$ cat config.mk
export PLATFORM = sky130hd
export DESIGN_NAME = sd_spi_top
export DESIGN_NICKNAME = d
export VERILOG_FILES = /design/src/verilog/sd_proto_pkg.sv /design/src/verilog/sd_bus_pkg.sv /design/src/verilog/sd_spi_top.sv /design/src/verilog/sd_reg_block.sv /design/src/verilog/sd_xfer_engine.sv /design/src/verilog/sd_block_fifo.sv /design/src/verilog/sd_sck_gen.sv
export SDC_FILE = /design/constraint.sdc
export NUM_CORES = 2
export LEC_CHECK = 0
export ABC_AREA = 0
export BUFFER_PORTS_ARGS = -buffer_cell sky130_fd_sc_hd__buf_2
export CORE_UTILIZATION = 51
export DETAILED_ROUTE_END_ITERATION = 7
export PLACE_DENSITY_LB_ADDON = 0.12
export SLEW_MARGIN = 20
export SYNTH_ARGS = -nofsm -noshare
export SYNTH_HDL_FRONTEND = slang
export SYNTH_HIERARCHICAL = 1
export SYNTH_SLANG_ARGS = --single-unit
$ cat constraint.sdc
create_clock -name clk -period 8.4 [get_ports clk]
set_input_delay 1.26 -clock clk [delete_from_list [all_inputs] [get_ports clk]]
set_output_delay 1.26 -clock clk [all_outputs]
set_load 0.02 [all_outputs]
$ cat src/verilog/sd_proto_pkg.sv
`default_nettype none

package sd_proto_pkg;

  localparam int FRAME_BITS    = 48;
  localparam int RSP_MAX_BITS  = 48;
  localparam int BLOCK_BYTES   = 512;
  localparam int BLOCK_WORDS   = 128;
  localparam int CRC_BITS      = 16;
  localparam int TOKEN_TIMEOUT = 511;

  localparam logic [7:0] START_TOKEN = 8'hFE;

  // Upper word is CMD_HI, lower word is CMD_LO
  typedef struct packed {
    logic        data_capture;
    logic [6:0]  rsp_bytes;
    logic [7:0]  pad;
    logic [47:0] frame;
  } cmd_t;

  typedef enum logic [2:0] {
    IDLE,
    ARB_WAIT,
    CMD_SHIFT,
    RSP_WAIT,
    RSP_SHIFT,
    TOKEN_WAIT,
    BLOCK_SHIFT
  } xfer_state_e;

endpackage

`default_nettype wire

$ cat src/verilog/sd_bus_pkg.sv
`default_nettype none

package sd_bus_pkg;

  // Master holds every field steady until it sees the ack
  typedef struct packed {
    logic        req;
    logic        write;
    logic [29:0] addr;
    logic [31:0] wdata;
    logic        wr_en;
  } bus_req_t;

  typedef enum logic [29:0] {
    NOOP     = 30'd0,
    CMD_SEND = 30'd1,
    CMD_LO   = 30'd2,
    CMD_HI   = 30'd3,
    STATUS   = 30'd4,
    RSP_LO   = 30'd5,
    RSP_HI   = 30'd6,
    DATA     = 30'd7
  } reg_addr_e;

  // Bit 0 is rsp_arrived
  typedef struct packed {
    logic data_timeout;
    logic data_arrived;
    logic rsp_arrived;
  } status_t;

endpackage

`default_nettype wire
$ cat src/verilog/sd_spi_top.sv
`timescale 1ns/10ps
`default_nettype none

module sd_spi_top #(
  parameter int SCK_DIVIDE = 6,
  parameter int FIFO_WORDS = sd_proto_pkg::BLOCK_WORDS
) (
  input  logic                 clk,
  input  logic                 rst,
  input  sd_bus_pkg::bus_req_t i_bus,
  output logic                 o_bus_ack,
  output logic [31:0]          o_bus_rdata,
  output logic                 o_spi_req,
  input  logic                 i_spi_ack,
  output logic                 o_spi_done,
  output logic                 o_sck,
  output logic                 o_cs_n,
  output logic                 o_mosi,
  input  logic                 i_miso
);

  logic                                  start;
  sd_proto_pkg::cmd_t                    cmd;
  logic                                  done;
  logic [sd_proto_pkg::RSP_MAX_BITS-1:0] rsp;
  sd_bus_pkg::status_t                   status;
  logic                                  status_valid;
  logic                                  bit_strobe;
  logic                                  fifo_clr;
  logic                                  fifo_bit_valid;
  logic                                  fifo_bit;
  logic                                  pop;
  logic [31:0]                           fifo_word;
  logic                                  fifo_empty;

  sd_reg_block u_regs (
    .clk            (clk),
    .rst            (rst),
    .i_bus          (i_bus),
    .o_bus_ack      (o_bus_ack),
    .o_bus_rdata    (o_bus_rdata),
    .o_start        (start),
    .o_cmd          (cmd),
    .i_done         (done),
    .i_rsp          (rsp),
    .i_status       (status),
    .i_status_valid (status_valid),
    .o_pop          (pop),
    .i_fifo_word    (fifo_word),
    .i_fifo_empty   (fifo_empty)
  );

  sd_sck_gen #(
    .SCK_DIVIDE (SCK_DIVIDE)
  ) u_sck (
    .clk          (clk),
    .rst          (rst),
    .o_sck        (o_sck),
    .o_bit_strobe (bit_strobe)
  );

  sd_xfer_engine u_engine (
    .clk              (clk),
    .rst              (rst),
    .i_start          (start),
    .i_cmd            (cmd),
    .i_bit_strobe     (bit_strobe),
    .o_spi_req        (o_spi_req),
    .i_spi_ack        (i_spi_ack),
    .o_spi_done       (o_spi_done),
    .o_cs_n           (o_cs_n),
    .o_mosi           (o_mosi),
    .i_miso           (i_miso),
    .o_done           (done),
    .o_rsp            (rsp),
    .o_status         (status),
    .o_status_valid   (status_valid),
    .o_fifo_clr       (fifo_clr),
    .o_fifo_bit_valid (fifo_bit_valid),
    .o_fifo_bit       (fifo_bit)
  );

  sd_block_fifo #(
    .FIFO_WORDS (FIFO_WORDS)
  ) u_fifo (
    .clk         (clk),
    .rst         (rst),
    .i_clr       (fifo_clr),
    .i_bit_valid (fifo_bit_valid),
    .i_bit       (fifo_bit),
    .i_pop       (pop),
    .o_word      (fifo_word),
    .o_empty     (fifo_empty)
  );

endmodule

`default_nettype wire

$ cat src/verilog/sd_reg_block.sv
`timescale 1ns/10ps
`default_nettype none

module sd_reg_block (
  input  logic                                  clk,
  input  logic                                  rst,
  input  sd_bus_pkg::bus_req_t                  i_bus,
  output logic                                  o_bus_ack,
  output logic [31:0]                           o_bus_rdata,
  output logic                                  o_start,
  output sd_proto_pkg::cmd_t                    o_cmd,
  input  logic                                  i_done,
  input  logic [sd_proto_pkg::RSP_MAX_BITS-1:0] i_rsp,
  input  sd_bus_pkg::status_t                   i_status,
  input  logic                                  i_status_valid,
  output logic                                  o_pop,
  input  logic [31:0]                           i_fifo_word,
  input  logic                                  i_fifo_empty
);

  logic                busy;
  logic                ack_q;
  logic                cmd_wr;
  sd_proto_pkg::cmd_t  cmd;
  sd_bus_pkg::status_t status;

  assign o_cmd  = cmd;
  assign cmd_wr = i_bus.write && i_bus.wr_en;

  // Held CMD_SEND access is released with the done pulse
  assign o_bus_ack = ack_q || (busy && i_done);

  always_ff @(posedge clk)
  begin
    if (rst)
    begin
      busy        <= 1'b0;
      ack_q       <= 1'b0;
      cmd         <= '0;
      status      <= '0;
      o_bus_rdata <= '0;
      o_start     <= 1'b0;
      o_pop       <= 1'b0;
    end
    else
    begin
      ack_q       <= 1'b0;
      o_bus_rdata <= '0;
      o_start     <= 1'b0;
      o_pop       <= 1'b0;

      // Flags stay set until the next command
      if (i_status_valid)
        status <= status | i_status;

      if (busy)
      begin
        if (i_done)
          busy <= 1'b0;
      end
      else if (i_bus.req && !ack_q)
      begin
        ack_q <= 1'b1;
        case (i_bus.addr)
          sd_bus_pkg::NOOP:
            o_bus_rdata <= '0;
          sd_bus_pkg::CMD_SEND:
          begin
            // Ack held back until the transfer ends
            if (i_bus.write)
            begin
              ack_q   <= 1'b0;
              o_start <= 1'b1;
              busy    <= 1'b1;
              status  <= '0;
            end
          end
          sd_bus_pkg::CMD_LO:
          begin
            if (cmd_wr)
              cmd[31:0] <= i_bus.wdata;
            o_bus_rdata <= cmd[31:0];
          end
          sd_bus_pkg::CMD_HI:
          begin
            if (cmd_wr)
              cmd[63:32] <= i_bus.wdata;
            o_bus_rdata <= cmd[63:32];
          end
          sd_bus_pkg::STATUS:
            o_bus_rdata <= {29'd0, status};
          sd_bus_pkg::RSP_LO:
            o_bus_rdata <= i_rsp[31:0];
          sd_bus_pkg::RSP_HI:
            o_bus_rdata <= {16'd0, i_rsp[47:32]};
          sd_bus_pkg::DATA:
          begin
            if (!i_bus.write)
            begin
              o_pop       <= 1'b1;
              o_bus_rdata <= i_fifo_empty ? 32'd0 : i_fifo_word;
            end
          end
          default:
            o_bus_rdata <= '0;
        endcase
      end
    end
  end

  // One pulse per access
  assert property (@(posedge clk) disable iff (rst) o_bus_ack |=> !o_bus_ack);

endmodule

`default_nettype wire

$ cat src/verilog/sd_xfer_engine.sv
`timescale 1ns/10ps
`default_nettype none

module sd_xfer_engine (
  input  logic                                  clk,
  input  logic                                  rst,
  input  logic                                  i_start,
  input  sd_proto_pkg::cmd_t                    i_cmd,
  input  logic                                  i_bit_strobe,
  output logic                                  o_spi_req,
  input  logic                                  i_spi_ack,
  output logic                                  o_spi_done,
  output logic                                  o_cs_n,
  output logic                                  o_mosi,
  input  logic                                  i_miso,
  output logic                                  o_done,
  output logic [sd_proto_pkg::RSP_MAX_BITS-1:0] o_rsp,
  output sd_bus_pkg::status_t                   o_status,
  output logic                                  o_status_valid,
  output logic                                  o_fifo_clr,
  output logic                                  o_fifo_bit_valid,
  output logic                                  o_fifo_bit
);

  localparam logic [12:0] FRAME_LAST = 13'(sd_proto_pkg::FRAME_BITS - 1);
  localparam logic [12:0] DATA_BITS  = 13'(sd_proto_pkg::BLOCK_BYTES * 8);
  localparam logic [12:0] BLOCK_LAST =
    13'(sd_proto_pkg::BLOCK_BYTES * 8 + sd_proto_pkg::CRC_BITS - 1);
  localparam logic [8:0]  TOKEN_LAST = 9'(sd_proto_pkg::TOKEN_TIMEOUT);

  sd_proto_pkg::xfer_state_e state;
  logic [12:0]               bit_cnt;
  logic [9:0]                rsp_bits;
  logic [7:0]                token_sr;
  logic [7:0]                token_next;
  logic [8:0]                token_wait;

  assign rsp_bits   = {i_cmd.rsp_bytes, 3'b000};
  assign token_next = {token_sr[6:0], i_miso};
  assign o_done     = o_spi_done;

  // CRC trailer is clocked in but never stored
  assign o_fifo_bit_valid = (state == sd_proto_pkg::BLOCK_SHIFT) && i_bit_strobe &&
                            (bit_cnt < DATA_BITS);
  assign o_fifo_bit       = i_miso;

  always_ff @(posedge clk)
  begin
    if (rst)
    begin
      state          <= sd_proto_pkg::IDLE;
      bit_cnt        <= '0;
      token_sr       <= '0;
      token_wait     <= '0;
      o_spi_req      <= 1'b0;
      o_spi_done     <= 1'b0;
      o_cs_n         <= 1'b1;
      o_mosi         <= 1'b1;
      o_rsp          <= '0;
      o_status       <= '0;
      o_status_valid <= 1'b0;
      o_fifo_clr     <= 1'b0;
    end
    else
    begin
      o_spi_done     <= 1'b0;
      o_status_valid <= 1'b0;
      o_fifo_clr     <= 1'b0;
      case (state)
        sd_proto_pkg::IDLE:
          if (i_start)
          begin
            o_spi_req <= 1'b1;
            o_rsp     <= '0;
            state     <= sd_proto_pkg::ARB_WAIT;
          end
        sd_proto_pkg::ARB_WAIT:
          if (i_spi_ack)
          begin
            o_spi_req <= 1'b0;
            bit_cnt   <= FRAME_LAST;
            state     <= sd_proto_pkg::CMD_SHIFT;
          end
        sd_proto_pkg::CMD_SHIFT:
          if (i_bit_strobe)
          begin
            o_cs_n <= 1'b0;
            o_mosi <= i_cmd.frame[bit_cnt[5:0]];
            if (bit_cnt == '0)
              state <= sd_proto_pkg::RSP_WAIT;
            else
              bit_cnt <= bit_cnt - 1'b1;
          end
        sd_proto_pkg::RSP_WAIT:
          if (i_bit_strobe)
          begin
            o_mosi <= 1'b1;
            // Start bit counts as the first response bit
            if (!i_miso)
            begin
              bit_cnt <= 13'd1;
              state   <= sd_proto_pkg::RSP_SHIFT;
            end
          end
        sd_proto_pkg::RSP_SHIFT:
          if (i_bit_strobe)
          begin
            o_rsp <= {o_rsp[46:0], i_miso};
            if (bit_cnt == {3'b000, rsp_bits} - 13'd1)
            begin
              o_status       <= '{rsp_arrived: 1'b1, default: 1'b0};
              o_status_valid <= 1'b1;
              if (i_cmd.data_capture)
              begin
                token_sr   <= '0;
                token_wait <= '0;
                state      <= sd_proto_pkg::TOKEN_WAIT;
              end
              else
              begin
                o_cs_n     <= 1'b1;
                o_spi_done <= 1'b1;
                state      <= sd_proto_pkg::IDLE;
              end
            end
            else
              bit_cnt <= bit_cnt + 1'b1;
          end
        sd_proto_pkg::TOKEN_WAIT:
          if (i_bit_strobe)
          begin
            token_sr <= token_next;
            if (token_next == sd_proto_pkg::START_TOKEN)
            begin
              o_fifo_clr <= 1'b1;
              bit_cnt    <= '0;
              state      <= sd_proto_pkg::BLOCK_SHIFT;
            end
            else if (token_wait == TOKEN_LAST)
            begin
              // Card stays selected after a timeout
              o_status       <= '{data_timeout: 1'b1, default: 1'b0};
              o_status_valid <= 1'b1;
              o_spi_done     <= 1'b1;
              state          <= sd_proto_pkg::IDLE;
            end
            else
              token_wait <= token_wait + 1'b1;
          end
        sd_proto_pkg::BLOCK_SHIFT:
          if (i_bit_strobe)
          begin
            if (bit_cnt == BLOCK_LAST)
            begin
              o_cs_n         <= 1'b1;
              o_status       <= '{data_arrived: 1'b1, default: 1'b0};
              o_status_valid <= 1'b1;
              o_spi_done     <= 1'b1;
              state          <= sd_proto_pkg::IDLE;
            end
            else
              bit_cnt <= bit_cnt + 1'b1;
          end
        default:
          state <= sd_proto_pkg::IDLE;
      endcase
    end
  end

  // Selected while idle only when a token search just timed out
  assert property (@(posedge clk) disable iff (rst)
    (state inside {sd_proto_pkg::IDLE, sd_proto_pkg::ARB_WAIT}) && !o_cs_n |->
      $past(!o_cs_n) &&
      ($past(state) inside {sd_proto_pkg::IDLE, sd_proto_pkg::ARB_WAIT,
                            sd_proto_pkg::TOKEN_WAIT}));

endmodule

`default_nettype wire

$ cat src/verilog/sd_block_fifo.sv
`timescale 1ns/10ps
`default_nettype none

module sd_block_fifo #(
  parameter int FIFO_WORDS = sd_proto_pkg::BLOCK_WORDS
) (
  input  logic        clk,
  input  logic        rst,
  input  logic        i_clr,
  input  logic        i_bit_valid,
  input  logic        i_bit,
  input  logic        i_pop,
  output logic [31:0] o_word,
  output logic        o_empty
);

  localparam int AW = $clog2(FIFO_WORDS);

  logic [31:0] mem [FIFO_WORDS];
  logic [30:0] shreg;
  logic [4:0]  bit_cnt;
  logic [AW:0] wr_ptr;
  logic [AW:0] rd_ptr;
  logic        push;
  logic        full;

  // First byte of each group lands in bits 31:24
  assign push    = i_bit_valid && (bit_cnt == 5'd31);
  assign full    = (wr_ptr[AW] != rd_ptr[AW]) && (wr_ptr[AW-1:0] == rd_ptr[AW-1:0]);
  assign o_empty = (wr_ptr == rd_ptr);
  assign o_word  = mem[rd_ptr[AW-1:0]];

  always_ff @(posedge clk)
  begin
    if (i_bit_valid)
      shreg <= {shreg[29:0], i_bit};
    if (push)
      mem[wr_ptr[AW-1:0]] <= {shreg, i_bit};
  end

  always_ff @(posedge clk)
  begin
    if (rst || i_clr)
    begin
      bit_cnt <= '0;
      wr_ptr  <= '0;
      rd_ptr  <= '0;
    end
    else
    begin
      if (i_bit_valid)
        bit_cnt <= bit_cnt + 1'b1;
      if (push)
        wr_ptr <= wr_ptr + 1'b1;
      if (i_pop && !o_empty)
        rd_ptr <= rd_ptr + 1'b1;
    end
  end

  // Engine never delivers more than one block between clears
  assert property (@(posedge clk) disable iff (rst) push |-> !full);

endmodule

`default_nettype wire

$ cat src/verilog/sd_sck_gen.sv
`timescale 1ns/10ps
`default_nettype none

module sd_sck_gen #(
  parameter int SCK_DIVIDE = 6
) (
  input  logic clk,
  input  logic rst,
  output logic o_sck,
  output logic o_bit_strobe
);

  localparam int CNT_W    = $clog2(SCK_DIVIDE + 1);
  localparam int HI_START = SCK_DIVIDE / 4;
  localparam int HI_END   = (SCK_DIVIDE * 3) / 4;

  logic [CNT_W-1:0] cnt;

  always_ff @(posedge clk)
  begin
    if (rst)
    begin
      cnt          <= '0;
      o_sck        <= 1'b0;
      o_bit_strobe <= 1'b0;
    end
    else
    begin
      // High through the middle of the period
      o_sck        <= (cnt >= CNT_W'(HI_START)) && (cnt <= CNT_W'(HI_END));
      o_bit_strobe <= (cnt == CNT_W'(SCK_DIVIDE));
      if (cnt == CNT_W'(SCK_DIVIDE))
        cnt <= '0;
      else
        cnt <= cnt + 1'b1;
    end
  end

endmodule

`default_nettype wire

==> flow_summary.json <==
{
  "status": "finished clean",
  "clkSinkCount": 4352,
  "instances_no_fill": 12400,
  "cts_made_buffers": 433,
  "holdPathStages": 0,
  "drtPass1Iterations": 7,
  "port_buffers": 106,
  "fillCellCount": 23300,
  "grt_overflow": 0,
  "start_util": 0.512,
  "gp_congestion": 0.813,
  "r2r_slack_ps": 2620,
  "cts_hold_buf": 0,
  "power_density_nw_per_um2": 229,
  "vdd_drop_max_mv": 0.200,
  "crit_start": "u_engine/state[2]",
  "dr_total_vias": 79100,
  "rows": 210,
  "drive_above_1_share": 0.319,
  "post-route-drc-count": 0,
  "crit_fanout": 21,
  "die_x_um": 575,
  "r2r_cells": 9,
  "io_pins": 107,
  "fmax_ghz": 0.173,
  "crit_path_end_kind": "flop",
  "grt_pass1_wl_um": 605000,
  "post_drt_via_cell_ratio": 6.40,
  "postCtsSetupBuffers": 0,
  "max-cap-violations": 0,
  "clkSlewWorstSetupHoldPaths_ps": 70,
  "path_cells": "nand2_1 -> inv_1 -> nand2_1 -> nor3_2 -> and2_1 -> nand4b_1 -> buf_4 -> nor2_4 -> buf_4",
  "worstSetupPathType": "flop to flop",
  "synth.avg_cell_area_sq_um": 23.2,
  "syn_inst": 7235,
  "p_total_uw": 43500,
  "finalWirelength_um": 430000,
  "ys.flop_type": "edfxtp_1",
  "ys_types": 81,
  "synth_fp_nets": 7327,
  "period_share": 0.688,
  "synth-seq-area-share": 0.766,
  "cts_tree": "built",
  "worst_slew_pin_slew_ps": 1190,
  "min_to": "u_fifo/shreg[24]",
  "grt_max_degree": 141,
  "finalCriticalPeriod_ps": 5780,
  "cts-htree-levels": 5,
  "setup_tns_ps": 0,
  "clock_path_buffers": 4,
  "crit_path_start_kind": "flop",
  "crit_arrival_ps": 6420,
  "p_leak_uw": 0.0566,
  "finClkSkew_ps": 49.9,
  "timing.rr.end": "u_fifo/mem[14][30]",
  "whs_ps": 454,
  "placed_cells": 11500,
  "layout.nets": 7724,
  "hold_class": "flop to flop",
  "clock_latency_ps": 970,
  "drt.antenna.violating_nets": 0,
  "slowest_stage": "nor2_4",
  "r2r_start": "u_engine/state[2]",
  "cts-root-buf": "clkbuf_16",
  "grt_pass1_vias": 79400,
  "synth_edf_count": 4127,
  "critPathRequiredTime_ps": 9040,
  "antenna_found_initial": 36,
  "drt-wirelength-per-cell_um": 34.8,
  "holdCritStartpoint": "u_fifo/shreg[23]",
  "hold_violations": 0,
  "ys_ff_latch": 4352,
  "coreArea_sq_um": 327000,
  "maxSlewViolCount": 0,
  "rsz0062_at_grt": "no",
  "drt-initial-drc-count": 10200,
  "timing.slew.headroom": 0.209,
  "grt_usage": 0.261,
  "dieArea_sq_um": 331000,
  "postCtsResizedCells": 0,
  "hpwl_um": 244000,
  "area_growth_pct": 13.1,
  "dieHeight_um": 575,
  "cpPeakStageDelay_ps": 860,
  "setup_violations": 0,
  "syn_area_sq_um": 168000,
  "async_flop_share": 0,
  "synth_warnings": 6
}
==> per-layer routing <==
layer / GRT usage / up-vias / part of all wire
met3: 0.0472 / 489 / 0.086
met4: 0.0575 / 6 / 0.023
li1: - / 31700 / -
met2: 0.407 / 3441 / 0.47
met1: 0.390 / 43500 / 0.42
met5: 0 / - / 0.00011
==> worst max-delay path, delay by kind of cell, from the launching register on <==
kind	cells	cell delay [ps]
DFF	1	620
buffers and inverters	3	1130
and+or+nand+nor	6	3660
==> through the flow <==
step                      setup WS (ps)  cell area [sq um]  utilization
final                              2620             190000        0.579
after global routing               2340             190000        0.579
after CTS                          2600             189000        0.579
after detailed placement           2630             175000        0.535
after global placement             2720             175000        0.535
after floorplan                    1660             168000            -
==> worst max path at each step <==
stage | endpoint | slack (ps) | depth (start not counted)
CTS | u_fifo/mem[14][26] | 2600 | 9
global route | u_fifo/mem[14][26] | 2340 | 9
global placement | u_fifo/mem[14][21] | 2720 | 9
finish | u_fifo/mem[14][30] | 2620 | 9
floorplan | u_fifo/mem[31][0] | 1660 | 10
detailed placement | u_fifo/mem[14][21] | 2630 | 9
==> flip-flops by register name, indices dropped and copies added (netlist names), 3 cells and up, named ones only <==
signal               cells
u_fifo/mem            4096
u_regs/o_cmd            64
u_engine/o_rsp          48
u_regs/o_bus_rdata      32
u_fifo/shreg            31
u_engine/bit_cnt        13
u_engine/token_wait      9
u_fifo/rd_ptr            8
u_fifo/wr_ptr            8
u_engine/token_sr        7
u_fifo/bit_cnt           5
u_engine/o_status        3
u_engine/state           3
u_regs/status            3
u_sck/cnt                3
==> where the power goes <==
part / total, uW / internal [uW] / switching (uW)
clock: 19300 / 11200 / 8090
combinational: 719 / 301 / 418
sequential: 23500 / 23400 / 90.0
total: 43500 / 34900 / 8590
==> cells in the final DEF, fill, tap and decap left out, types with 16 or more instances in the layout <==
master      synthesis  final
a22o_1             16     16
edfxtp_1         4127   4127
buf_12              0     26
nor2_4              0    127
xor2_1             18     18
a21oi_1           121    121
ha_1               22     22
clkinv_1            1     87
mux4_2           1359   1359
nand3_1            69     68
o21ai_0            44     43
bufinv_16           0     48
xnor2_1            21     21
nor2_1            200     73
nor2b_1            18     17
dfxtp_1           225    217
clkinvlp_4          0     16
mux2i_1            89     89
diode_2             0     24
mux2_2             32     32
buf_4               4    219
nand2b_1          102    101
clkinv_2            0     93
clkbuf_1          241     86
or3_1              16     16
nand2_1           128    126
nor3_1             19     16
inv_1              20     20
buf_2              80    104
a22oi_1            32     32
clkbuf_16           0    443
==> layout make-up <==
type | count | area, sq um | share of cell area
antenna | 24 | 60.1 | 0.000317
clock buffer | 537 | 11500 | 0.0608
clock inverter | 261 | 2590 | 0.0137
inverter | 21 | 78.8 | 0.000416
multi-input combinational | 2461 | 38500 | 0.203
sequential | 4352 | 128000 | 0.678
tap | 4346 | 5440 | 0.0287
timing repair buffer | 363 | 2960 | 0.0156
==> kinds of logic (layout without fill, tap and decap cells) <==
family | count (synthesis) | in the layout | synth area share
compound gates | 273 | 273 | 0.0101
mux | 1480 | 1480 | 0.190
buf+inv | 422 | 1182 | 0.0104
flops | 4352 | 4352 | 0.766
simple gates | 646 | 646 | 0.0195
xor+xnor | 39 | 39 | 0.00204
fa+ha+maj | 23 | 23 | 0.00176
other cells | 0 | 24 | 0
==> cell usage after synthesis (69+ instances only) <==
| master | n | area share |
|---|---|---|
| a21oi_1 | 121 | 0.0036 |
| nand3_1 | 69 | 0.0021 |
| mux2i_1 | 89 | 0.0053 |
| buf_2 | 80 | 0.0024 |
| buf_1 | 69 | 0.0015 |
| edfxtp_1 | 4127 | 0.74 |
| nand2_1 | 128 | 0.0029 |
| nor2_1 | 200 | 0.0045 |
| dfxtp_1 | 225 | 0.027 |
| clkbuf_1 | 241 | 0.0054 |
| mux4_2 | 1359 | 0.18 |
| nand2b_1 | 102 | 0.0038 |
(Power assumes the default switching activity.)
